## src/include/cpu_macros.svh

```systemverilog
`ifndef CPU_MACROS_SVH
`define CPU_MACROS_SVH

// Word and bus width
`define DATA_WIDTH 32

// Memory geometry
`define ADDR_WIDTH 9
`define MEM_DEPTH 512

// General register count
`define REG_COUNT 8

`endif

```

## src/cpuPkg.sv

```systemverilog
package cpuPkg;

    // Instruction opcodes, anything else decodes as HALT
    typedef enum logic [4:0] {
        opLd   = 5'b00000,
        opSt   = 5'b00010,
        opAdd  = 5'b00011,
        opSub  = 5'b00100,
        opAnd  = 5'b01010,
        opOr   = 5'b01011,
        opAddi = 5'b01100,
        opAndi = 5'b01101,
        opOri  = 5'b01110,
        opOut  = 5'b10111,
        opHalt = 5'b11011
    } opcodeT;

    typedef enum logic [1:0] {
        aluAdd = 2'd0,
        aluSub = 2'd1,
        aluAnd = 2'd2,
        aluOr  = 2'd3
    } aluOpT;

    // Field order from MSB down
    typedef struct packed {
        opcodeT      opcode;
        logic [2:0]  ra;
        logic [2:0]  rb;
        logic [2:0]  rc;
        logic [17:0] constant; // Sign-extended onto the bus
    } instrT;

    typedef struct packed {
        logic  pcOut, mdrOut, zOut, cOut, regOut;                       // Bus drivers
        logic  pcIn, marIn, mdrIn, irIn, yIn, zIn, regIn, outPortIn;    // Bus loads
        logic  selA, selB, selC;                                        // Register field select
        logic  incPc;
        logic  memRead;
        logic  memWrite;
        logic  mdrFromMem;
        aluOpT aluOp;
    } controlWordT;

endpackage

```

## src/registerFile.sv

```systemverilog
`timescale 1ns/1ps
`include "cpu_macros.svh"

module registerFile (
    input  logic                   Clock,
    input  logic                   reset,
    input  cpuPkg::controlWordT    control,
    input  cpuPkg::instrT          instruction,
    input  logic [`DATA_WIDTH-1:0] bus,
    output logic [`DATA_WIDTH-1:0] regData
);

    logic [`DATA_WIDTH-1:0]       regs [`REG_COUNT];
    logic [$clog2(`REG_COUNT)-1:0] regIndex;

    always_comb begin
        if (control.selA) regIndex = instruction.ra;
        else if (control.selB) regIndex = instruction.rb;
        else regIndex = instruction.rc; // selC
    end

    assign regData = control.regOut ? regs[regIndex] : '0;

    always_ff @(posedge Clock) begin
        if (reset) begin
            for (int i = 0; i < `REG_COUNT; i++) regs[i] <= '0;
        end else if (control.regIn) begin
            regs[regIndex] <= bus; // Write back from bus
        end
    end

    // The sequencer must name exactly one field for any register access
    regSelectOneHot: assert property (@(posedge Clock) disable iff (reset)
        (control.regIn || control.regOut) |-> $onehot({control.selA, control.selB, control.selC}));

endmodule

```

## config.mk

```make
export PLATFORM = sky130hd
export DESIGN_NAME = registerFile
export DESIGN_NICKNAME = d
export VERILOG_FILES = /design/src/cpuPkg.sv /design/src/registerFile.sv
export VERILOG_INCLUDE_DIRS = /design/src /design/src/include
export SDC_FILE = /design/constraint.sdc
export NUM_CORES = 1
export LEC_CHECK = 0
export ABC_AREA = 1
export ABC_CLOCK_PERIOD_IN_PS = 2800
export BUFFER_PORTS_ARGS = -buffer_cell sky130_fd_sc_hd__buf_2
export CAP_MARGIN = 0
export CORE_ASPECT_RATIO = 1.5
export CORE_MARGIN = 8
export CORE_UTILIZATION = 58
export DETAILED_ROUTE_END_ITERATION = 6
export GPL_ROUTABILITY_DRIVEN = 0
export GPL_TIMING_DRIVEN = 0
export PLACE_DENSITY = 0.79
export SYNTH_ARGS = -nofsm -noshare
export SYNTH_HDL_FRONTEND = slang
export SYNTH_SLANG_ARGS = --single-unit
```

## constraint.sdc

```tcl
create_clock -name Clock -period 2.8 [get_ports Clock]
set_input_delay 0.14 -clock Clock [delete_from_list [all_inputs] [get_ports Clock]]
set_output_delay 0.14 -clock Clock [all_outputs]
set_load 0.005 [all_outputs]
```

# Word level (Yosys, flattened, before mapping)
# Memory sizes are Yosys's and may differ from the RTL's.
# Index checks and enable logic that the tools add are counted.
# Widths: inputs -> output; s select.
[op_classes]
n_reduce_logical = 1
n_mux = 11
[op_table]
columns = ["operator", "n"]
rows = [
  ["$mux 32", 2],
  ["$reduce_or 32->1", 1],
  ["$mux 3", 3],
  ["$mux 1", 6],
]
[totals]
out_inout_bits = 32
in_bits = 88
ram_bits = 256
elab_cells = 13
regBits = 0
memories = 1
[memory_table]
columns = ["name", "depth", "word_bits", "rd", "rd_clocked_by_memory_dff", "write_ports", "line", "rtl"]
rows = [
  ["regs", 8, 32, 1, 0, 8, "registerFile.sv:13", "logic [`DATA_WIDTH-1:0] regs [`REG_COUNT];"],
]

# Longest topological paths before layout
[logic_depth]
word_depth = 5
depth_mapped = 12
mapped_depth_nobuf = 11

# Least setup slack after synthesis
# No wires, ideal clock.
[synth_path]
path_type = "input to register"
startpoint = "in control[8] (netlist bit)"
endpoint = "mem regs[3][0] (netlist bit) (enable)"
setup_ns = 0.389
arrival_ns = 1.784
n_path_buf = 2
setup_slack_ns = 0.626
cell_stages = 8
cell_sequence = "inv_2 -> or2_1 -> buf_2 -> nand2_4 -> nor2_1 -> nand2_1 -> buf_2 -> nand2_1"
[synth_rtl]
columns = ["element", "line", "rtl"]
rows = [
  ["start, declared", "registerFile.sv:7", "input cpuPkg::controlWordT control,"],
  ["end, declared", "registerFile.sv:13", ""],
]

==> summary.txt <==
STA
  • Post-layout min period: 2.38 ns
  • Setup_tns: 0 ns
  • RSZ-0062 raised after global routing: false
  • Least-Margin Pin Slew: 0.984 ns
  • Worst Slack Setup Final: 0.420 ns
  • Setup Viol. Count Final: 0
  • Max-slew violation count: 0
  • Rel. slew slack: 0.342
  • Final Hold Viols: 0
  • Fmax: 420 MHz
  • Period utilization: 0.850

Drt
  • DRT iter0 DRCs: 972
  • Pre-antenna DRT Iters: 7
  • Final ANT Viol Nets: 0
  • Metal3 WL: 2.86 mm
  • WL met1: 10.9 mm
  • Wire per inst: 19.3 um
  • Max Used Layer: met4
  • Met2 WL: 16.4 mm
  • DRT Wirelength: 31.6 mm
  • Routed vias: 9180
  • # DRC: 1
  • Vias/cell: 5.62

Pwr
  • Reg power frac: 0.519
  • Leak: 5.75 nW
  • Int Pwr: 0.00666 W
  • Power Dens Cells: 659 mW/mm^2
  • Max VDD drop: 0.575 mV
  • Gate power share: 0.115
  • Switching Fraction: 0.242
  • Switching power: 0.00213 W
  • Clock power frac: 0.366

Logic synthesis
  • Top-area cell type share of the netlist area: 0.654
  • Post-synth EDFFs: 256
  • Simple-gate share of the synthesized area: 0.281
  • Largest family of logic cells by synthesized area: simple AND/OR/NAND/NOR gates
  • Synth area leader: edfxtp_1
  • Synth Area in Adders: 0
  • Synth Cell Area: 0.0118 mm^2
  • Count of state elements after synthesis: 256
  • Synth top cells by count: 359 x nor2_1, 292 x nand2_1, 256 x edfxtp_1
  • Post-synthesis xor/xnor area fraction: 0
  • Synth async-reset ratio: 0
  • Most instantiated library cell after synthesis: nor2_1
  • Ys Warns: 0
  • Synth top area cells: edfxtp_1 65%, nor2_1 11%, nand2_1 9.3%
  • Compound-Gate Fraction of Synth Area: 0.000425
  • Mux contribution to synthesized area: 0
  • Syn Inst Count: 1250
  • Prevailing post-synth register cell: edfxtp_1
  • Syn_nets: 1338
  • Cell variety after synth: 17
  • Synthesized area per cell: 9.41 um^2
  • Post-synthesis sequential area ratio: 0.654

Worst setup path
  • Crit end category: register
  • Buf/Inv on CP: 3
  • WS Path Type: in -> reg
  • Top Family by Delay on Critical Path: simple AND/OR/NAND/NOR gates
  • Max stage delay on crit path: 0.73 ns
  • Worst-path fanout max: 32
  • CP Capture Point: regs[2][2]$_SDFFCE_PN0P_
  • Crit. path cell count: 8
  • Cell breakdown of the critical path: buf_2, inv_2, or2_1, nand2_1, nor2_1, nand2_1, buf_2, nand2_2
  • Worst path required time: 2.93 ns
  • Slowest-stage cell, CP: nand2_2
  • Setup crit start: control[8]
  • Worst EP arrival: 2.51 ns
  • Startpoint Class: primary input

Clock network
  • CTS Hold Bufs: 0
  • Post-cts sizing count: 0
  • Cts bufs inserted: 23
  • CTS tree: built
  • Clock slew at reported path FFs: 0.06 ns
  • Clock buffer depth: 3
  • Setup bufs post-CTS: 0
  • H-Tree Depth: 1
  • CTS Sinks: 256
  • CTS Root Cell: clkbuf_16

Global routing
  • Vias in the first global route: 9088
  • Largest net degree at the start of global routing: 33
  • Total GRT Usage: 0.246
  • Overflow after GRT: 0
  • First-pass GRT wire length: 48.1 mm
  • Initial antenna violation count: 0

Die
  • Die W: 132 um
  • I/O pins: 120
  • Die Ht: 190 um
  • Core Box Area: 0.0202 mm^2
  • Cell Rows: 64
  • Initial Util: 0.583
  • DIE AREA: 0.0252 mm^2

Placed design
  • Cell Area, Placed: 0.0126 mm^2
  • Final HPWL DP: 20.7 mm
  • Pre-CTS setup slack: 0.00500 ns
  • Port bufs: 78

Run status
  • Status: finished, violations left
  • Failing checks: DRC

Cells and area
  • Design area: 0.0133 mm^2
  • Layout cell share with drive strength beyond 1: 0.134
  • Largest register by flop count: regs
  • Max reg flops: 256
  • Biggest regs: regs: 256 flops
  • Layout area overhead: 13.3%
  • Fin nets: 1444
  • N_diodes: 0

Worst hold path
  • Min-Delay Path Class: in -> reg
  • Min-delay src: bus[10]

Flow run
  • Max_cap viols: 0
## power groups by stage
stage / combinational (W) / clock (W) / sequential, W
finish: 0.00101 / 0.00321 / 0.00456
global route: 0.00111 / 0.00333 / 0.00459
CTS: 0.00100 / 0.00320 / 0.00456
detailed placement: 0.000994 / 0 / 0.00464
global placement: 0.000952 / 0 / 0.00464
floorplan: 0.000608 / 0 / 0.00462
## cell families after synthesis
group                  count (synthesis)
AO/OA/AOI/OAI                          1
buffers and inverters                172
flip-flops                           256
AND/OR/NAND/NOR                      821
## stage by stage
stage	hold slack [ns]	std cells	utilization	power, W
final	0.0429	1634	0.661	0.00879
after global routing	0.0546	1634	0.661	0.00902
after floorplan	0.429	1250	-	0.00523
after global placement	0.549	1592	0.619	0.00559
after detailed placement	0.555	1595	0.623	0.00564
after CTS	0.0382	1634	0.661	0.00876
## metal layers
layer,up-vias,global-route usage
met3,111,0.0454
li1,4238,-
met1,4284,0.270
met5,-,0
met2,547,0.445
met4,0,0.130
## cell type report
type | instances | area [um^2]
fillers | 1588 | 6850
repair buffers | 81 | 465
well taps | 264 | 330
plain buffers | 69 | 373
flip-flops and latches | 256 | 7690
clock buffers | 27 | 591
inverters | 103 | 387
multi-input cells | 822 | 3340
clock inverters | 12 | 160
## layout by cell type (no fill, tap or decap)
| cell | synthesis | routed |
|---|---|---|
| nor2_1 | 359 | 359 |
| nand2_1 | 292 | 284 |
| edfxtp_1 | 256 | 256 |
| nand3_1 | 164 | 164 |
| buf_2 | 46 | 124 |
| inv_1 | 98 | 98 |
| clkbuf_16 | 0 | 23 |
| clkbuf_1 | 11 | 15 |
| nand2_2 | 0 | 8 |
| buf_6 | 6 | 6 |
| clkinv_2 | 0 | 5 |
| inv_2 | 4 | 4 |
| bufinv_16 | 0 | 4 |
| or2_1 | 3 | 3 |
| buf_4 | 3 | 3 |
| buf_1 | 3 | 3 |
| clkinv_1 | 1 | 3 |
| buf_16 | 0 | 2 |
| nand2_4 | 1 | 1 |
| nand3_2 | 1 | 1 |
| nor2_2 | 1 | 1 |
| o21ai_1 | 1 | 1 |
| clkinvlp_4 | 0 | 1 |
| buf_12 | 0 | 1 |
## how the worst min path moves through the flow
stage / endpoint / slack (ns) / cells past startpoint
2_1_floorplan: regs[0][10]$_SDFFCE_PN0P_ / 0.43 / 2
3_3_place_gp: regs[2][12]$_SDFFCE_PN0P_ / 0.55 / 3
3_5_place_dp: regs[2][12]$_SDFFCE_PN0P_ / 0.55 / 3
4_1_cts: regs[1][10]$_SDFFCE_PN0P_ / 0.04 / 3
5_1_grt: regs[5][1]$_SDFFCE_PN0P_ / 0.05 / 3
6_report: regs[6][10]$_SDFFCE_PN0P_ / 0.04 / 3
Note: power is estimated with default switching activity, not from simulation.
