File: src/include/cpu_macros.svh
`ifndef CPU_MACROS_SVH
`define CPU_MACROS_SVH

// Word and bus width
`define DATA_WIDTH 32

// Memory geometry
`define ADDR_WIDTH 9
`define MEM_DEPTH 512

// General register count
`define REG_COUNT 8

`endif

File: src/cpuPkg.sv
package cpuPkg;

    // Instruction opcodes, anything else decodes as HALT
    typedef enum logic [4:0] {
        opLd   = 5'b00000,
        opSt   = 5'b00010,
        opAdd  = 5'b00011,
        opSub  = 5'b00100,
        opAnd  = 5'b01010,
        opOr   = 5'b01011,
        opAddi = 5'b01100,
        opAndi = 5'b01101,
        opOri  = 5'b01110,
        opOut  = 5'b10111,
        opHalt = 5'b11011
    } opcodeT;

    typedef enum logic [1:0] {
        aluAdd = 2'd0,
        aluSub = 2'd1,
        aluAnd = 2'd2,
        aluOr  = 2'd3
    } aluOpT;

    // Field order from MSB down
    typedef struct packed {
        opcodeT      opcode;
        logic [2:0]  ra;
        logic [2:0]  rb;
        logic [2:0]  rc;
        logic [17:0] constant; // Sign-extended onto the bus
    } instrT;

    typedef struct packed {
        logic  pcOut, mdrOut, zOut, cOut, regOut;                       // Bus drivers
        logic  pcIn, marIn, mdrIn, irIn, yIn, zIn, regIn, outPortIn;    // Bus loads
        logic  selA, selB, selC;                                        // Register field select
        logic  incPc;
        logic  memRead;
        logic  memWrite;
        logic  mdrFromMem;
        aluOpT aluOp;
    } controlWordT;

endpackage

File: src/controlSequencer.sv
`timescale 1ns/1ps

module controlSequencer (
    input  logic                Clock,
    input  logic                reset,
    input  cpuPkg::instrT       instruction,
    output cpuPkg::controlWordT control,
    output logic                halted
);

    logic [3:0]    step;
    logic [3:0]    lastStep;
    logic          isRegAlu, isImmAlu, isLoad, isStore, isOut, isHalt;
    cpuPkg::aluOpT aluSel;

    // Instruction class and ALU operation
    always_comb begin
        {isRegAlu, isImmAlu, isLoad, isStore, isOut, isHalt} = '0;
        aluSel = cpuPkg::aluAdd;
        case (instruction.opcode)
            cpuPkg::opAdd: isRegAlu = 1'b1;
            cpuPkg::opSub: begin
                isRegAlu = 1'b1;
                aluSel   = cpuPkg::aluSub;
            end
            cpuPkg::opAnd: begin
                isRegAlu = 1'b1;
                aluSel   = cpuPkg::aluAnd;
            end
            cpuPkg::opOr: begin
                isRegAlu = 1'b1;
                aluSel   = cpuPkg::aluOr;
            end
            cpuPkg::opAddi: isImmAlu = 1'b1;
            cpuPkg::opAndi: begin
                isImmAlu = 1'b1;
                aluSel   = cpuPkg::aluAnd;
            end
            cpuPkg::opOri: begin
                isImmAlu = 1'b1;
                aluSel   = cpuPkg::aluOr;
            end
            cpuPkg::opLd: isLoad = 1'b1;
            cpuPkg::opSt: isStore = 1'b1;
            cpuPkg::opOut: isOut = 1'b1;
            default: isHalt = 1'b1; // HALT and unused codes
        endcase
    end

    always_comb begin
        if (isLoad) lastStep = 4'd9;
        else if (isStore) lastStep = 4'd8;
        else if (isRegAlu || isImmAlu) lastStep = 4'd6;
        else lastStep = 4'd4; // OUT, HALT
    end

    always_ff @(posedge Clock) begin
        if (reset) begin
            step   <= '0;
            halted <= 1'b0;
        end else if (!halted) begin
            if (step == 4'd4 && isHalt) halted <= 1'b1; // Freeze until reset
            if (step == lastStep) step <= '0;
            else step <= step + 4'd1;
        end
    end

    // One control word per step
    always_comb begin
        control = '0;
        if (!halted) begin
            case (step)
                4'd0: begin
                    control.pcOut = 1'b1;
                    control.marIn = 1'b1;
                    control.incPc = 1'b1;
                    control.zIn   = 1'b1; // Z gets PC+1
                end
                4'd1: begin
                    control.zOut    = 1'b1;
                    control.pcIn    = 1'b1;
                    control.memRead = 1'b1;
                end
                4'd2: begin
                    control.mdrIn      = 1'b1;
                    control.mdrFromMem = 1'b1;
                end
                4'd3: begin
                    control.mdrOut = 1'b1;
                    control.irIn   = 1'b1;
                end
                4'd4: begin
                    if (isOut) begin
                        control.regOut    = 1'b1;
                        control.selA      = 1'b1;
                        control.outPortIn = 1'b1;
                    end else if (!isHalt) begin
                        control.regOut = 1'b1;
                        control.selB   = 1'b1;
                        control.yIn    = 1'b1; // Base or first operand
                    end
                end
                4'd5: begin
                    control.zIn   = 1'b1;
                    control.aluOp = aluSel;
                    if (isRegAlu) begin
                        control.regOut = 1'b1;
                        control.selC   = 1'b1;
                    end else begin
                        control.cOut = 1'b1;
                    end
                end
                4'd6: begin
                    control.zOut = 1'b1;
                    if (isLoad || isStore) begin
                        control.marIn = 1'b1; // Effective address
                    end else begin
                        control.regIn = 1'b1;
                        control.selA  = 1'b1;
                    end
                end
                4'd7: begin
                    if (isLoad) begin
                        control.memRead = 1'b1;
                    end else begin
                        control.regOut = 1'b1;
                        control.selA   = 1'b1;
                        control.mdrIn  = 1'b1; // Store data
                    end
                end
                4'd8: begin
                    if (isLoad) begin
                        control.mdrIn      = 1'b1;
                        control.mdrFromMem = 1'b1;
                    end else begin
                        control.memWrite = 1'b1;
                    end
                end
                4'd9: begin
                    control.mdrOut = 1'b1;
                    control.regIn  = 1'b1;
                    control.selA   = 1'b1;
                end
                default: ;
            endcase
        end
    end

    memNoConflict: assert property (@(posedge Clock) disable iff (reset)
        !(control.memRead && control.memWrite));

endmodule

File: config.mk
export PLATFORM = sky130hd
export DESIGN_NAME = controlSequencer
export DESIGN_NICKNAME = d
export VERILOG_FILES = /design/src/include/cpu_macros.svh /design/src/cpuPkg.sv /design/src/controlSequencer.sv
export SDC_FILE = /design/constraint.sdc
export NUM_CORES = 1
export LEC_CHECK = 0
export BUFFER_PORTS_ARGS = -buffer_cell sky130_fd_sc_hd__buf_2
export CAP_MARGIN = 20
export CORE_MARGIN = 4
export CORE_UTILIZATION = 40
export DETAILED_ROUTE_END_ITERATION = 10
export PLACE_DENSITY_LB_ADDON = 0.05
export SLEW_MARGIN = 20
export SYNTH_ARGS = -nofsm -noshare
export SYNTH_HDL_FRONTEND = slang
export SYNTH_SLANG_ARGS = --single-unit
File: constraint.sdc
create_clock -name Clock -period 1.9 [get_ports Clock]
set_input_delay 0.19 -clock Clock [delete_from_list [all_inputs] [get_ports Clock]]
set_output_delay 0.19 -clock Clock [all_outputs]
set_load 0.05 [all_outputs]
## After elaboration in Yosys (flattened, before gate mapping)

Cells that the tools add are included.

- Bits in registers: 5
- Input bits: 34
- Output and inout bits: 23
- Logic and storage cells: 78

- Add/sub/neg operators: 1
- Equality and inequality tests: 19
- Mux-type cells: 43
- Reductions and logical operators: 13

Operator list:

| kind | count |
|---|---|
| $mux 1 | 28 |
| $eq 5x4->1 const B | 5 |
| $mux 22 | 1 |
| $eq 4x3->1 const B | 4 |
| $mux 4 | 3 |
| $eq 5x2->1 const B | 2 |
| $reduce_or 10->1 | 1 |
| $reduce_or 2->1 | 5 |
| $eq 4x2->1 const B | 2 |
| $eq 4x4->1 const B | 2 |
| $pmux 1 s2 | 4 |
| $mux 2 | 3 |
| $pmux 1 s3 | 2 |
| $pmux 2 s3 | 1 |
| $eq 5x3->1 const B | 1 |
| $eq 5x5->1 const B | 1 |
| $logic_not 5->1 | 1 |
| $add 4x1->4 const B | 1 |
| $eq 4x1->1 const B | 1 |
| $eq 4x4->1 | 1 |
| $logic_not 4->1 | 1 |
| $pmux 1 s4 | 1 |
| $reduce_or 4->1 | 1 |
| $reduce_or 3->1 | 1 |
| other kinds (2) | 3 |

## Depth between registers and ports, before layout

Gate-level depths: netlist (run 1).

- Depth after elaboration: 9
- Gate-level depth with buffers: 6
- Gate-level depth less buffers: 6

## Worst setup path before layout (run 1)

Ideal clock, no wire load.

- Kind: reg2out
- Start: reg step[0]
- End: out control[14] (netlist name)
- Arrival time: 2545 ps
- Required time: 1710 ps
- Slack: -835 ps
- Stages on the path, launching flop included: 7
- Path buffers: 0
- Cell sequence: dfxtp_1 -> inv_1 -> ha_1 -> nand2_1 -> a2bb2oi_1 -> nor3_1 -> nand2b_1

RTL lines:

| item | line | text |
|---|---|---|
| from (decl) | controlSequencer.sv:11 | `logic [3:0] step;` |
| from (signal assigned) | controlSequencer.sv:64 | `else step <= step + 4'd1;` |
| to (decl) | controlSequencer.sv:7 | `output cpuPkg::controlWordT control,` |

==> results of run 1 <==
==> layout by cell type (no fill, tap or decap), types with 2 or more instances in the layout <==
cell and count:
xor2_1 3, nor3_1 2, ha_4 3, nor2_1 10, dfxtp_2 2, nand3_1 4
nor3_2 6, nand2_1 14, nand4_1 2, inv_2 2, buf_4 7, nand3b_1 2
nor2_2 2, o21ai_0 2, dfxtp_1 2, clkbuf_4 3, nand2b_1 2, a311oi_1 2
nor2b_1 3, a21oi_1 8, and2_1 4, inv_1 4, buf_2 26
==> per-layer routing <==
layer,vias up,part of all wire,routed length (um)
li1,460,-,-
met1,385,0.49,1034
met2,27,0.46,981
met3,0,0.054,114
met4,0,0,0
met5,-,0,0
==> kinds of logic (layout without fill, tap and decap cells) <==
logic type / Yosys count / after routing / share of synthesized area
buffers and inverters: 15 / 44 / 0.1088
multiplexers: 1 / 1 / 0.01262
flip-flops: 5 / 5 / 0.1262
AO/OA/AOI/OAI: 24 / 24 / 0.2208
XOR/XNOR: 4 / 4 / 0.04417
adder cells (fa/ha/maj): 4 / 4 / 0.06309
AND/OR/NAND/NOR: 61 / 61 / 0.4243
==> Yosys cell counts (all sizes together), types with 2 or more instances <==
cell type	number	area (um^2)
a21oi	8	40.04
a311oi	2	17.52
and2	5	31.28
buf	8	60.05
dfxtp	5	100.1
ha	4	50.05
inv	6	22.52
nand2	14	52.55
nand2b	3	18.77
nand3	4	20.02
nand3b	2	15.01
nand4	2	12.51
nor2	12	45.04
nor2b	3	18.77
nor3	9	60.06
nor3b	2	15.01
nor4	3	33.78
o21ai	3	15.01
xor2	3	26.28
==> flip-flops by register name, indices dropped and copies added (netlist names) <==
| name | cells |
|---|---|
| halted | 1 |
| step | 4 |
==> stage by stage <==
step,setup slack (ps),setup TNS [ps],cell area [um^2],hold WS (ps),utilization
floorplan,-386.9,-589.7,839.6,259.1,-
global placement,151.9,0,989.7,431.6,0.5493
detailed placement,112.2,0,989.7,434.2,0.5493
CTS,18.99,0,1059,176.9,0.5875
global route,8.553,0,1084,201.6,0.6014
finish,72.04,0,1084,181.1,0.6014
==> final cells by class <==
type,count,area [um^2],share of cell area
inverter,6,22.52,0.02079
multi-input combinational,94,703.2,0.6490
sequential,5,106.4,0.09815
tap,25,31.28,0.02887
clock buffer,4,26.28,0.02425
timing repair buffer,34,193.9,0.1790
==> power by group through the flow <==
stage | logic (uW) | registers (uW) | clock network, uW
after floorplan | 427 | 135 | 0
after global placement | 530 | 135 | 0
after detailed placement | 534 | 136 | 0
after CTS | 558 | 138 | 126
after global routing | 607 | 146 | 129
final | 567 | 144 | 120
==> repair_timing <==
action / in CTS / in global routing
cloned: 0 / 0
gates resized for setup: 13 / 7
setup endpoints to repair: 4 / 9
setup buffers: 0 / 0
==> final timing paths <==
check,start,to,slack [ps],cells after the start
hold / removal,reset,step[0],180,2
setup reg to reg,step[3],step[1],540,5
hold reg to reg,step[0],step[0],540,2
setup / recovery,step[0],control[8],70,7
==> worst reg2reg max path, cell delays in order (launching register included) <==
cell and delay, ps:
dfxtp_1 430, nand2b_4 200, nor3_2 50, a41oi_2 220, nor3_2 80, a2111oi_2 270
==> results.md, run 1 <==
- ANT cells: 0
- Final global-route overflow total: 0
- Critical path's slowest cell: dfxtp_4
- Clock root buffer: clkbuf_4
- CP Launch Type: flip-flop
- Largest net degree at the start of global routing: 12
- H-tree depth: 1
- Crit path capture type: primary output
- DRT iter0 DRCs: 8
- Critical Path RT: approximately 1700 ps
- # IOs: between 50 and 60
- Cell family with most CP delay: compound AO/OA/AOI/OAI gates
- Die W: between 50 and 60 um
- Yosys reg bits: 5
- Vias per cell: roughly 5.2
- M3 GR Usage: 0.02279
- Via count: 872
- Maxcap violations: 0
- Clock Pin Slew Worst Setup and Hold Paths: 40 ps
- Critical path class: reg -> out
- Die area: between 2000 and 3000 um^2
- Fillcell total: ~190
- Routed len/inst: approximately 13 um
- CP Data Arrival Time: between 1500 and 2000 ps
- Min Clock Period, post-route: around 1800 ps
- Final period utilization: 0.9621
- Pins Over Slew Limit: 0
- Met2 Usage GRT: 0.2851
- Max VDD drop: approximately 0.56 mV
- Internal power: ~370 uW
- Cts hold-fix bufs: 0
- Total GRT Usage: 0.1697
- Met1 usage: 0.2171
- Fin. Hold Viols: 0
- # setup viols final: 0
- Post-synthesis sequential area ratio: 0.1262
- Worst rel slew slack: 0.6836
- CTS tree: yes
- Maximum buffer depth of the clock tree: 2
- Crit-path max FO: 6
- Top FF cell, synth: dfxtp_1
- Placed Instances: 164
- Final ANT Viol Nets: 0
- Post-synth net total: ~150
- Core area: around 1800 um^2
- Die height: ~53 um
- Finished Layout Cells: roughly 170
- Nets@finish: 182
- Switching Fraction: 0.5591
- Clock Skew: about 3.8 ps
- Max Fclk: roughly 550 MHz
- Hold crit path type: in -> reg
- Clock Power Share: 0.144
- Outcome: finished clean
- P_sw: ~460 uW
- RSZ-0062 raised after global routing: no
- CP Buf/Inv Count: 3
- DR pass1 iterations: 4
- Total Wirelength: between 2000 and 2500 um
- RD Place Congestion: a little under 0.9
- Worst skew pair latency: between 200 and 250 ps
- Synth cell types: 39
- Cell Chain, Critical Path: inv_2, ha_4, inv_1, o2bb2ai_1, a21oi_1, a211oi_2, buf_6
- Port Buffers: 29
- First-pass GRT wire length: 3532 um
- Synthesized cell area: approximately 800 um^2
- Max incr delay on CP: around 370 ps
- Mean post-synth cell area: between 6 and 7 um^2
- Inserted Clock Buffers: 3
- Share of cells above drive strength 1: 0.4406
- Number of enable flip-flop cells after synthesis: 0
- Final total power: between 800 and 900 uW
- Cells after Synth: 114
- DR DRC count: 0
- Comb power frac: 0.683
- Area grow syn2layout: 36.59%
- DP HPWL: approximately 1700 um
- Initial Util: 0.4403
- Gr busiest metal: met2
- Share of power burned in registers: 0.173
- Slew @ Worst Pin: around 470 ps
- Ys async rst share: 0
- Number of global-route vias before repair: 810
- Power per standard cell area: roughly 770 nW/um^2
- # rows: 15
- Yosys warns: 0
- Initial antenna violation count: 0
- Clk sink count: 5
- Leak Pwr: 0.0004537 uW
No activity file was read; power rests on OpenSTA's default activity.
==> run 2, diff against run 1 <==
--- a/config.mk
+++ b/config.mk
@@ -8,7 +8,8 @@
 export BUFFER_PORTS_ARGS = -buffer_cell sky130_fd_sc_hd__buf_2
 export CAP_MARGIN = 20
 export CORE_MARGIN = 4
-export CORE_UTILIZATION = 40
+export CORE_UTILIZATION = 43
+export CTS_CLUSTER_DIAMETER = 200
 export DETAILED_ROUTE_END_ITERATION = 10
 export PLACE_DENSITY_LB_ADDON = 0.05
 export SLEW_MARGIN = 20
==> constraint.sdc (replaced) <==
create_clock -name Clock -period 2.3 [get_ports Clock]
set_input_delay 0.23 -clock Clock [delete_from_list [all_inputs] [get_ports Clock]]
set_output_delay 0.23 -clock Clock [all_outputs]
set_load 0.05 [all_outputs]
==> results.md, run 2 (synthesis results as in run 1) <==
- Maxcap violations: 0 (unchanged)
- Worst R2R Path Depth: 5 (unchanged)
- DP HPWL: 1539 um (-9.1%)
- Die area: 2596 um^2 (-5.9%)
- Max VDD drop: 0.3150 mV (-44%)
- Share of cells above drive strength 1: 0.3188 (-0.1217)
- # setup viols final: 0 (unchanged)
- Routed len/inst: 12.15 um (-4.2%)
- Critical Path RT: 2070 ps (+360 ps)
- RSZ-0062 raised after global routing: no
- Hold endpoint: halted
- Die W: 50.95 um (-3.0%)
- Initial antenna violation count: 0 (unchanged)
- Initial Util: 0.4545 (+0.01420)
- RR Startpoint: step[3]
- Worst skew pair latency: 240 ps (about the same)
- FF-to-FF End: step[2]
- Clock Skew: 2.269 ps (-1.490 ps)
- DRT iter0 DRCs: 24 (+16)
- FF-to-FF setup slack: 820 ps (+280 ps)
- Final global-route overflow total: 0 (unchanged)
- Crit path capture type: primary output
- Vias per cell: 5.258 (+1.3%)
- Final period utilization: 0.9265
- Total Wirelength: 1980 um (-7.0%)
- Commonest non-fill, non-tap cell in the layout: buf_2
- CP Data Arrival Time: 1900 ps (+260 ps)
- ANT cells: 0 (unchanged)
- Power per standard cell area: 653.5 nW/um^2 (-15%)
- Core area: 1745 um^2 (-3.1%)
- Maximum buffer depth of the clock tree: 2 (unchanged)
- Min Clock Period, post-route: ~2100 ps
- Final ANT Viol Nets: 0 (unchanged)
- Worst rel slew slack: 0.6407 (-0.04289)
- # IOs: 57 (unchanged)
- Total GRT Usage: 0.1710 (+0.001317)
- Cts hold-fix bufs: 0 (unchanged)
- Largest net degree at the start of global routing: 15 (+3)
- Slew @ Worst Pin: 538.2 ps (+66.79 ps)
- Clk sink count: 5 (unchanged)
- DR DRC count: 0 (unchanged)
- RD Place Congestion: 0.7852 (-10%)
- Outcome: finished clean
- Final total power: 625.5 uW (-25%)
- Area grow syn2layout: 20.66%
- Nets@finish: 177 (-2.7%)
- Max Fclk: 469.3 MHz
- First-pass GRT wire length: 3484 um (-1.4%)
- Largest register FFs: 4 (unchanged)
- H-tree depth: 1 (unchanged)
- Critical path class: reg -> out
- Fin. Hold Viols: 0 (unchanged)
- Die height: 50.95 um (-3.0%)
- Leading registers by flop count: step x4, halted x1
- Hold crit path type: in -> reg
- Clock root buffer: clkbuf_4
- Setup TNS: 0 ps (unchanged)
- Most frequent cells in the layout: buf_2, nand2_1, nor2_1
- DR pass1 iterations: 4 (unchanged)
- Fillcell total: 193 (+0.52%)
- Via count: 857 (-1.7%)
- Biggest register: step
- # rows: 15 (unchanged)
- Crit-path max FO: 7 (+1)
- Post-route cell area: 957.2 um^2 (-12%)
- Hold_sp: reset
- Inserted Clock Buffers: 3 (unchanged)
- CTS tree: yes
- Leak Pwr: 0.0004144 uW (-8.7%)
- Pins Over Slew Limit: 0 (unchanged)
- Hold path cells: 2 (unchanged)
- Port Buffers: 29 (unchanged)
- Post-DP Area: 929.6 um^2 (-6.1%)
- Number of global-route vias before repair: 812 (+0.25%)
- CP Launch Type: flip-flop
- Clock Pin Slew Worst Setup and Hold Paths: 40 ps (about the same)
- Core Util, Final: 0.5484 (-0.05300)
## run 2: cell types whose count changed in the layout (fill, tap and decap cells not counted), moves of 2 or more
cell     change
buf_4        -7
ha_1         +4
buf_2        +3
ha_4         -3
dfxtp_1      +2
inv_1        +2
inv_2        -2
nor3_1       +2
## run 2: report_power, final
group,internal [uW],leakage [uW],switching (uW)
logic,103,0.000358,307
clock network,65.4,0.0000150,32.5
registers,97.6,0.0000414,20.0
## run 2: worst max-delay path, cell delays in order (launching register included)
cell	delay, ps
dfxtp_1	450
inv_1	130
ha_1	310
nand2_1	150
a2bb2oi_1	200
nor3_2	70
nand2b_1	160
buf_2	200
## run 2: cell type report
cell class	count	area [um^2]	area share
clock buffer	4	26.28	0.02745
multi-input combinational	94	630.6	0.6588
timing repair buffer	29	145.1	0.1516
sequential	5	101.3	0.1059
inverter	6	22.52	0.02353
tap	25	31.28	0.03268
## run 2: per-layer routing
layer | global-route usage | part of all wire | vias up
li1 | - | - | 454
met1 | 0.2214 | 0.48 | 379
met2 | 0.2833 | 0.47 | 24
met3 | 0.02332 | 0.058 | 0
met4 | 0.06726 | 0 | 0
met5 | 0 | 0 | -
## run 2: worst max path at each step
stage | from | to | cells after the start
after floorplan | step[0] | control[14] | 6
after global placement | step[0] | control[8] | 7
after detailed placement | step[1] | control[8] | 7
after CTS | step[0] | control[8] | 7
after global routing | step[0] | control[8] | 7
final | step[0] | control[14] | 7
## run 2: through the flow
step           cells  hold slack, ps  worst slack (ps)
2_1_floorplan    114           299.1            -27.01
3_3_place_gp     159           471.2             422.2
3_5_place_dp     159           470.8             408.6
4_1_cts          163           215.2             146.0
5_1_grt          163           228.7             25.70
6_report         163           224.2             169.0
## run 2: what timing repair did
item | in CTS | in global routing
setup buffers | 0 | 0
resized for setup | 0 | 1
endpoints found under the setup margin | 0 | 2
