File: config.mk
export PLATFORM = sky130hd
export DESIGN_NAME = aluUnit
export DESIGN_NICKNAME = d
export VERILOG_FILES = /design/src/cpuPkg.sv /design/src/aluUnit.sv
export VERILOG_INCLUDE_DIRS = /design/src /design/src/include
export SDC_FILE = /design/constraint.sdc
export NUM_CORES = 1
export LEC_CHECK = 0
export BUFFER_PORTS_ARGS = -buffer_cell sky130_fd_sc_hd__buf_2
export CAP_MARGIN = 20
export CORE_ASPECT_RATIO = 1.1
export CORE_MARGIN = 2
export CORE_UTILIZATION = 40
export DETAILED_ROUTE_END_ITERATION = 10
export PLACE_DENSITY = 0.75
export SLEW_MARGIN = 20
export SYNTH_ARGS = -nofsm -noshare
export SYNTH_HDL_FRONTEND = slang
export SYNTH_SLANG_ARGS = --single-unit
File: constraint.sdc
create_clock -name vclk -period 7.4
set_clock_uncertainty 0.05 [all_clocks]
set_input_delay 1.11 -clock vclk [all_inputs]
set_output_delay 1.11 -clock vclk [all_outputs]
set_load 0.05 [all_outputs]
File: src/include/cpu_macros.svh
`ifndef CPU_MACROS_SVH
`define CPU_MACROS_SVH

// Word and bus width
`define DATA_WIDTH 32

// Memory geometry
`define ADDR_WIDTH 9
`define MEM_DEPTH 512

// General register count
`define REG_COUNT 8

`endif

File: src/cpuPkg.sv
package cpuPkg;

    // Instruction opcodes, anything else decodes as HALT
    typedef enum logic [4:0] {
        opLd   = 5'b00000,
        opSt   = 5'b00010,
        opAdd  = 5'b00011,
        opSub  = 5'b00100,
        opAnd  = 5'b01010,
        opOr   = 5'b01011,
        opAddi = 5'b01100,
        opAndi = 5'b01101,
        opOri  = 5'b01110,
        opOut  = 5'b10111,
        opHalt = 5'b11011
    } opcodeT;

    typedef enum logic [1:0] {
        aluAdd = 2'd0,
        aluSub = 2'd1,
        aluAnd = 2'd2,
        aluOr  = 2'd3
    } aluOpT;

    // Field order from MSB down
    typedef struct packed {
        opcodeT      opcode;
        logic [2:0]  ra;
        logic [2:0]  rb;
        logic [2:0]  rc;
        logic [17:0] constant; // Sign-extended onto the bus
    } instrT;

    typedef struct packed {
        logic  pcOut, mdrOut, zOut, cOut, regOut;                       // Bus drivers
        logic  pcIn, marIn, mdrIn, irIn, yIn, zIn, regIn, outPortIn;    // Bus loads
        logic  selA, selB, selC;                                        // Register field select
        logic  incPc;
        logic  memRead;
        logic  memWrite;
        logic  mdrFromMem;
        aluOpT aluOp;
    } controlWordT;

endpackage

File: src/aluUnit.sv
`timescale 1ns/1ps
`include "cpu_macros.svh"

module aluUnit (
    input  logic [`DATA_WIDTH-1:0] yValue,
    input  logic [`DATA_WIDTH-1:0] bus,
    input  cpuPkg::aluOpT          aluOp,
    input  logic                   incPc,
    output logic [`DATA_WIDTH-1:0] aluResult
);

    logic [`DATA_WIDTH-1:0] opResult;

    always_comb begin
        case (aluOp)
            cpuPkg::aluAdd: begin
                opResult = yValue + bus; // Wraps modulo 2^32
            end
            cpuPkg::aluSub: begin
                opResult = yValue - bus;
            end
            cpuPkg::aluAnd: begin
                opResult = yValue & bus;
            end
            cpuPkg::aluOr: begin
                opResult = yValue | bus;
            end
            default: begin
                opResult = '0;
            end
        endcase
    end

    // PC increment overrides the selected operation during fetch
    always_comb begin
        if (incPc) aluResult = bus + `DATA_WIDTH'(1);
        else aluResult = opResult;
    end

endmodule

**Word-level counts from Yosys, hierarchy flattened**

Index checks and enable logic that the tools add are counted.

- Muxes and demuxes: 2
- Eq/ne operators: 3
- Bitwise gates (word level): 2
- Reduce and logical (&&, ||, !) cells: 1
- Add/sub/neg operators: 3

Operator list:

| kind | number |
|---|---|
| $pmux W32 S4 | 1 |
| $add A32 B1 Y32 const B | 1 |
| $add A32 B32 Y32 | 1 |
| $and A32 B32 Y32 | 1 |
| $mux W32 | 1 |
| $or A32 B32 Y32 | 1 |
| $sub A32 B32 Y32 | 1 |
| $eq A2 B2 Y1 const B | 2 |
| $eq A2 B1 Y1 const B | 1 |
| $logic_not A2 Y1 | 1 |

- Output and inout bits: 32
- Logic and storage cells: 11
- Register bits after elaboration: 0

**Longest topological paths before layout**

Gate-level depths: netlist (run 1).

- Depth after elaboration: 3
- Gate-level depth with buffers: 18

**Worst setup path before layout (run 1)**

Ideal clock, no wire load.

- Path type: input to output
- Start point: input bus[9]
- End point: output aluResult[30]
- Stages on the path: 17
- Slack: 483 ps
- Data arrival time: 5757 ps
- Data required time: 6240 ps
- Cells stage by stage: buf_2 -> or4_4 -> or4_4 -> or3_1 -> nor3b_1 -> and3b_1 -> a21oi_1 -> xnor2_1 -> ha_1 -> and3_1 -> nand4_1 -> o22ai_1 -> a21oi_1 -> nand2_1 -> nor3_1 -> a2111oi_0 -> a211oi_1

- Word-level cells in the longest chain between the ends: 3
- Elaborated cells on any way between the ends: 5

RTL lines:

| what | RTL line | RTL |
|---|---|---|
| from (decl) | aluUnit.sv:6 | `` input logic [`DATA_WIDTH-1:0] bus, `` |
| $sub A32 B32 Y32 / $add A32 B32 Y32 (equally long branches) | aluUnit.sv:20, aluUnit.sv:17 |  |
| $pmux W32 S4 | aluUnit.sv:15 | `case (aluOp)` |
| $mux W32 (*) | aluUnit.sv:36 | `` if (incPc) aluResult = bus + `DATA_WIDTH'(1); `` |
| to (decl) | aluUnit.sv:9 | `` output logic [`DATA_WIDTH-1:0] aluResult `` |

Every way passes the cells marked *; elsewhere a longest branch is shown, timed or not.

**Worst setup path after layout (run 1)**

- Start point: input bus[8]
- End point: output aluResult[29]

The elaborated chain is that of the path after synthesis.

==> run_results.csv, run 1 <==
group,metric,value,unit
critical_path,cp.required,6240,ps
finish,final_nets,739,
route,drt-pass1-iter-count,5,
finish,fin_area,0.00435,mm^2
route,vias,4459,
clock_network,post_cts_buffers,0,
logic_synthesis,yosysTopAreaCell,"ha_1",
route,drtIter0Drc,284,
pwr,irDropWorstVdd,0.0528,mV
sta,fin_hold_ws,2700,ps
critical_path,worst-path-buf-inv,2,
global_route,grt_pass1_vias,4065,
finish,multiInputGateArea,0.00364,mm^2
sta,fin_crit,6860,ps
route,vias_per_cell,5.94,
finish,antenna_cells,0,
min_path,hp-class,"input port to output port",
critical_path,cp_slowest_cell,"or4_4",
finish,nFillCells,962,
critical_path,critPathMaxFanout,7,
sta,setup_viol,0,
logic_synthesis,synth_area_per_cell,6.68,um^2
critical_path,path_depth,16,
floorplanning,die_area,0.0105,mm^2
sta,rsz0062_at_grt,"false",
global_route,antenna_found_initial,0,
finish,drive_gt1_share,18.1,%
logic_synthesis,synthCells,580,
clock_network,holdBufCountCts,0,
sta,timing.fmax,0.146,GHz
critical_path,critPathCaptureType,"output port",
critical_path,cp-start-kind,"input port",
pwr,power_density,113,mW/mm^2
job,maxCapViolCount,0,
sta,finalHoldViolations,0,
floorplanning,die_w,97.9,um
finish,seq_cells,0,
critical_path,crit_type,"input port to output port",
floorplanning,fp-row-count,37,
sta,min_period_over_period,92.7,%
finish,areaGrowthSynthToFinish,12.3,%
status,status,"complete, no violations",
route,drcViolationCount,0,
logic_synthesis,synth_area,0.00388,mm^2
floorplanning,start_util,41.2,%
logic_synthesis,ys.warnings.count,0,
global_route,grt_start_max_net_pins,59,
pwr,p_leak,1.89,nW
logic_synthesis,synth_top_area_share,11.3,%
critical_path,arrival,5700,ps
placement,dpl_cell_area,0.00435,mm^2
min_path,whs_path_depth,3,
global_route,grt_use_total,21.3,%
route,wirelength,11800,um
placement,place.gp.congestion,0.925,
clock_network,cts_resized,0,
logic_synthesis,synth_nets,683,
floorplanning,io_pins,99,
sta,finalMaxSlewViolations,0,
floorplanning,core,0.00940,mm^2
logic_synthesis,synthTopCellsByArea,"ha_1 (11%), xor2_1 (9.7%), xnor2_1 (9.0%)",
critical_path,cpLargestDelayFamily,"simple AND/OR/NAND/NOR gates",
sta,tightest_slew,1040,ps
placement,port_buffers,99,
finish,ff_latch_area,0,um^2
route,ant_nets,0,
route,wl_per_cell,15.8,um
finish,clkbuf_count,0,
sta,relSlewSlack,30.5,%
critical_path,path_cells,"buf_2, or4_4, or4_4, or3_1, nor3b_1, and3b_1, a21oi_1, xnor2_1, ha_1, and3_1, and3_1, o21ai_0, a31oi_1, a21oi_1, o21ai_0, buf_2",
sta,fin_setup_tns,0,ps
logic_synthesis,ys_seq_area_share,0,%
logic_synthesis,ys_types,60,
floorplanning,die_y,107,um
critical_path,max_stage_delay,570,ps
placement,hpwl,9430,um
global_route,grt_pass1_wl,19500,um
global_route,globalRoute.totalOverflow,0,
## final cells by class
class	instances	share of cell area [%]
Inverter	12	1.04
Multi-Input combinational cell	520	83.7
Tap cell	117	3.36
Timing Repair Buffer	102	11.9
## logic make-up after synthesis
kind of cell,after synthesis,share of synthesized area [%]
adders and majority gates,61,18.3
buffers and inverters,60,6.04
and+or+nand+nor,187,24.4
AOI/OAI and AO/OA,183,30.5
muxes,5,1.32
xor gates and xnor gates,84,19.5
## synthesized netlist by cell type (9+ instances only)
master / instances
a21oi_1: 62
nor2_1: 54
xor2_1: 43
nand2_1: 42
xnor2_1: 40
clkbuf_1: 37
ha_1: 35
o21ai_0: 29
a21o_1: 25
maj3_1: 25
nand3_1: 20
a211oi_1: 17
and3_1: 14
inv_1: 12
nor3_1: 10
buf_1: 9
## final timing paths
check   start             to  slack (ps)
max    bus[8]  aluResult[29]         540
min    bus[0]   aluResult[0]        2700
## power by group
group          switching, W  total, W  internal [W]
combinational      0.000314  0.000491      0.000178
sequential                0         0             0
clock                     0         0             0
## cell usage in the layout (no fill, tap or decap), drive strengths merged, types with 3 or more instances in the layout
cell	instances
a2111oi	3
a211oi	17
a21boi	3
a21o	25
a21oi	62
a221oi	5
a22oi	5
a31oi	5
and3	14
buf	102
ha	35
inv	12
maj3	25
mux2i	4
nand2	42
nand2b	7
nand3	20
nand4	7
nor2	54
nor2b	7
nor3	10
nor4	5
o21ai	29
o22ai	4
o31ai	7
o41ai	3
or2	3
or3	4
or4	3
xnor2	41
xor2	43
## metal layers
metal,vias up,GRT usage (%),routed length (um)
met4,0,3.47,133
met5,-,0,0
li1,2225,-,-
met2,160,36.2,5670
met3,14,1.69,629
met1,2060,29.8,5400
## through the flow
| step | utilization, % | instances | setup slack (ps) | power [W] |
|---|---|---|---|---|
| 2_1_floorplan | - | 580 | 483 | 0.000378 |
| 3_3_place_gp | 46.3 | 751 | 738 | 0.000476 |
| 3_5_place_dp | 46.3 | 751 | 642 | 0.000482 |
| 4_1_cts | 46.3 | 751 | 613 | 0.000485 |
| 5_1_grt | 46.3 | 751 | 199 | 0.000533 |
| 6_report | 46.3 | 751 | 538 | 0.000491 |
Note: power is estimated with default switching activity, not from simulation.
==> run 2, diff against run 1 <==
CELL_PAD_IN_SITES_DETAIL_PLACEMENT = 0   (was default)
CELL_PAD_IN_SITES_GLOBAL_PLACEMENT = 1   (was default)
PLACE_DENSITY = 0.95   (was 0.75)
==> run 2 against run 1 <==
  * Total power is 0.56% lower
  * Utilization did not move
  * Die area did not move
  * Final cell count did not move
  * Sequential share of layout area stayed put
  * Flip-flop and latch count unchanged
  * Combinational power hardly changed
  * Fmax is 0.44% lower
==> run_results.csv, run 2 (same netlist as run 1, synthesis figures left out) <==
group,metric,value,unit
status,status,"complete, no violations",
placement,dp_cells,751,
pwr,total_power,0.000488,W
floorplanning,start_util,41.2,%
placement,hpwl,9660,um
min_path,whs_path_depth,3,
critical_path,cp-start-kind,"input port",
global_route,antenna_found_initial,0,
placement,port_buffers,99,
placement,place_ws,601,ps
critical_path,cpLargestDelayFamily,"simple AND/OR/NAND/NOR gates",
route,vias,4442,
route,wirelength,11900,um
critical_path,cp.required,6240,ps
floorplanning,die_w,97.9,um
clock_network,post_cts_buffers,0,
floorplanning,fp-row-count,37,
route,drtIter0Drc,287,
finish,nFillCells,999,
critical_path,crit_type,"input port to output port",
critical_path,cp_slowest_cell,"or4_4",
clock_network,holdBufCountCts,0,
min_path,hp-class,"input port to output port",
finish,final_nets,739,
sta,rsz0062_at_grt,"false",
finish,layout_common_cells,"buf_2 (99), a21oi_1 (62), nor2_1 (54)",
route,ant_nets,0,
floorplanning,io_pins,99,
sta,finalHoldViolations,0,
floorplanning,die_y,107,um
global_route,grtUsageMet1,29.0,%
critical_path,critPathMaxFanout,7,
global_route,gr-usage-met2,38.3,%
min_path,min_to,"aluResult[0]",
pwr,p_leak,1.89,nW
finish,final_cell_count_no_fill,751,
sta,fin_setup_tns,0,ps
route,drt-pass1-iter-count,5,
critical_path,worst-path-buf-inv,2,
sta,timing.fmax,0.145,GHz
global_route,met3_usage,1.76,%
pwr,power_density,112,mW/mm^2
sta,min_period_over_period,93.1,%
finish,seq_cells,0,
global_route,grt-busiest-layer,"met2",
pwr,irDropWorstVdd,0.0727,mV
job,maxCapViolCount,0,
floorplanning,die_area,0.0105,mm^2
critical_path,path_cells,"buf_2, or4_4, or4_4, or3_1, nor3b_1, a21oi_1, xnor2_1, ha_1, and3_1, nand2_1, nor4_1, o21ai_0, a31oi_1, nand4_1, o211ai_1, buf_2",
finish,layout_commonest_cell,"buf_2",
critical_path,critPathCaptureType,"output port",
placement,place.gp.congestion,0.920,
sta,fin_ws,508,ps
critical_path,arrival,5730,ps
route,drcViolationCount,0,
pwr,p_seq_share,0,%
clock_network,cts_resized,0,
pwr,power_switching,0.000311,W
global_route,grt_pass1_wl,19400,um
sta,tightest_slew,1070,ps
min_path,hold_path.startpoint,"bus[0]",
global_route,grt_use_total,21.3,%
sta,finalMaxSlewViolations,0,
sta,fin_crit,6890,ps
route,vias_per_cell,5.91,
pwr,combinationalPowerShare,100.0,%
finish,drive_gt1_share,18.1,%
pwr,p_sw_share,63.7,%
pwr,intPower,0.000177,W
critical_path,path_depth,16,
global_route,grt_pass1_vias,4031,
sta,relSlewSlack,28.8,%
floorplanning,core,0.00940,mm^2
critical_path,max_stage_delay,560,ps
finish,antenna_cells,0,
route,wl_per_cell,15.8,um
finish,ff_latch_area,0,um^2
finish,clkbuf_count,0,
finish,areaGrowthSynthToFinish,12.3,%
global_route,grt_start_max_net_pins,59,
global_route,globalRoute.totalOverflow,0,
sta,setup_viol,0,
pwr,p_clk_share,0,%
sta,fin_hold_ws,2710,ps
run 2: cell counts in the layout (fill, tap and decap cells not counted):
Identical to the previous run, type by type.
run 2: power by group through the flow:
stage                     Clock (W)  Sequential, W  Combinational (W)
after floorplan                   0              0           0.000378
after global placement            0              0           0.000478
after detailed placement          0              0           0.000483
after CTS                         0              0           0.000486
after global routing              0              0           0.000532
final                             0              0           0.000488
run 2: layout make-up:
cell class                      count  area (um^2)  area share, %
Tap cell                          117          146           3.36
Timing Repair Buffer              102          518           11.9
Inverter                           12         45.0           1.04
Multi-Input combinational cell    520         3640           83.7
run 2: worst min-delay path: stages:
cell     delay [ps]
buf_2           220
mux2i_1         110
buf_2           210
run 2: worst max path at each step:
stage	start	to	slack [ps]
after floorplan	bus[9]	aluResult[30]	480
after global placement	bus[8]	aluResult[31]	760
after detailed placement	bus[8]	aluResult[31]	600
after CTS	bus[8]	aluResult[31]	590
after global routing	bus[8]	aluResult[31]	290
final	bus[8]	aluResult[31]	510
run 2: layer usage:
layer	up-vias	part of all wire [%]	wire, um
li1	2232	-	-
met1	2038	44	5270
met2	164	48	5720
met3	8	7.0	835
met4	0	0.59	70
met5	-	0	0
run 2: per-stage QoR:
step	instance area [um^2]	util (%)
after floorplan	3880	-
after global placement	4350	46.3
after detailed placement	4350	46.3
after CTS	4350	46.3
after global routing	4350	46.3
final	4350	46.3
==> run 3, diff against run 2 <==
clock period = 7.6 ns   (was 7.4 ns; I/O delays follow)
==> run 3 against run 2 <==
  * Global-route usage up 0.47 points
  * Sequential share of layout area unchanged
  * Worst setup slack better by 170 ps
  * Critical endpoint is now aluResult[28]
  * Non-clock buffer count unchanged
  * Worst hold slack better by 49 ps
  * Die area unchanged
  * Largest cell class unchanged
  * Wire length up 1.0%
  * Combinational power down 2%
  * Critical path type unchanged
  * Clock-buffer cell count unchanged
  * Total power down 2.3%
  * Final area unchanged
  * Final cell count unchanged
  * Highest routed layer is now met5
==> run_results.csv, run 3 (same netlist as run 1, synthesis figures left out) <==
group,metric,value,unit
sta,fin_setup_tns,0,ps
sta,min_period_over_period,91.1,%
finish,nFillCells,983,
global_route,grt_use_total,21.8,%
min_path,hold_path.startpoint,"bus[0]",
global_route,globalRoute.totalOverflow,0,
floorplanning,core,0.00940,mm^2
placement,hpwl,9570,um
critical_path,arrival,5730,ps
finish,layout_commonest_cell,"buf_2",
finish,areaGrowthSynthToFinish,12.3,%
critical_path,cp-start-kind,"input port",
finish,antenna_cells,0,
clock_network,post_cts_buffers,0,
floorplanning,die_y,107,um
pwr,p_leak,1.89,nW
sta,relSlewSlack,29.4,%
floorplanning,die_w,97.9,um
sta,fin_crit,6920,ps
critical_path,path_cells,"buf_2, or4_4, or4_4, or3_1, nor3b_1, and3b_1, a21oi_1, xnor2_1, ha_1, and3_1, nand4_1, o22ai_1, a21oi_1, a311oi_1, xnor2_1, o22ai_1, o21a_1, buf_2",
route,drt-pass1-iter-count,5,
finish,clkbuf_count,0,
status,status,"complete, no violations",
finish,layout_common_cells,"buf_2 (99), a21oi_1 (62), nor2_1 (54)",
placement,dpl_cell_area,0.00435,mm^2
global_route,grt_pass1_wl,19900,um
finish,fin_area,0.00435,mm^2
floorplanning,io_pins,99,
floorplanning,fp-row-count,37,
route,vias,4434,
route,wirelength,12000,um
placement,port_buffers,99,
critical_path,cpLargestDelayFamily,"simple AND/OR/NAND/NOR gates",
critical_path,critPathCaptureType,"output port",
critical_path,critPathMaxFanout,7,
route,wl_per_cell,16.0,um
route,vias_per_cell,5.90,
sta,tightest_slew,1060,ps
route,drcViolationCount,0,
global_route,grt_start_max_net_pins,59,
sta,timing.fmax,0.145,GHz
global_route,grt_pass1_vias,4084,
critical_path,cp_slowest_cell,"or4_4",
min_path,whs_path_depth,3,
clock_network,holdBufCountCts,0,
sta,rsz0062_at_grt,"false",
sta,finalMaxSlewViolations,0,
global_route,antenna_found_initial,1,
sta,fin_hold_ws,2760,ps
route,drtIter0Drc,304,
critical_path,max_stage_delay,560,ps
placement,place.gp.congestion,0.921,
route,ant_nets,0,
min_path,hp-class,"input port to output port",
sta,finalHoldViolations,0,
finish,seq_cells,0,
pwr,power_density,110,mW/mm^2
floorplanning,start_util,41.2,%
finish,drive_gt1_share,18.1,%
min_path,min_to,"aluResult[0]",
critical_path,crit_type,"input port to output port",
critical_path,cp.required,6410,ps
finish,ff_latch_area,0,um^2
job,maxCapViolCount,0,
critical_path,cp-startpoint,"bus[8]",
floorplanning,die_area,0.0105,mm^2
clock_network,cts_resized,0,
critical_path,worst-path-buf-inv,2,
finish,final_nets,739,
pwr,irDropWorstVdd,0.0647,mV
sta,setup_viol,0,
## run 3: cell counts in the layout (fill, tap and decap cells not counted)
Identical to the previous run, type by type.
## run 3: worst max-delay path by stage
stage | endpoint | slack, ps | cells after the start
after floorplan | aluResult[30] | 620 | 17
after global placement | aluResult[31] | 900 | 16
after global routing | aluResult[29] | 300 | 16
after detailed placement | aluResult[31] | 780 | 16
after CTS | aluResult[28] | 760 | 18
final | aluResult[28] | 680 | 18
## run 3: layer usage
layer / vias to the layer above / global-route usage (%) / part of all wire (%)
li1: 2229 / - / -
met1: 2042 / 29.8 / 45
met2: 153 / 39.1 / 48
met3: 8 / 1.89 / 5.8
met4: 2 / 1.09 / 0.38
met5: - / 0 / 0.11
## run 3: tightest hold or removal path, stage by stage
cell and delay, ps:
buf_2 220, mux2i_1 100, buf_2 210
## run 3: area by class of cell
| class | instances | area (um^2) | share of cell area, % |
|---|---|---|---|
| multi-input combinational | 520 | 3640 | 83.7 |
| timing repair buffer | 102 | 518 | 11.9 |
| tap | 117 | 146 | 3.36 |
| inverter | 12 | 45.0 | 1.04 |
## run 3: per-stage QoR
| step | total power (W) | std cells | utilization, % | setup WS (ps) |
|---|---|---|---|---|
| floorplan | 0.000368 | 580 | - | 623 |
| global placement | 0.000466 | 751 | 46.3 | 903 |
| detailed placement | 0.000470 | 751 | 46.3 | 779 |
| CTS | 0.000472 | 751 | 46.3 | 761 |
| global route | 0.000521 | 751 | 46.3 | 296 |
| finish | 0.000477 | 751 | 46.3 | 680 |
## run 3: power by group
part	internal, W	switching [W]
registers	0	0
logic	0.000173	0.000304
clock network	0	0
total	0.000173	0.000304
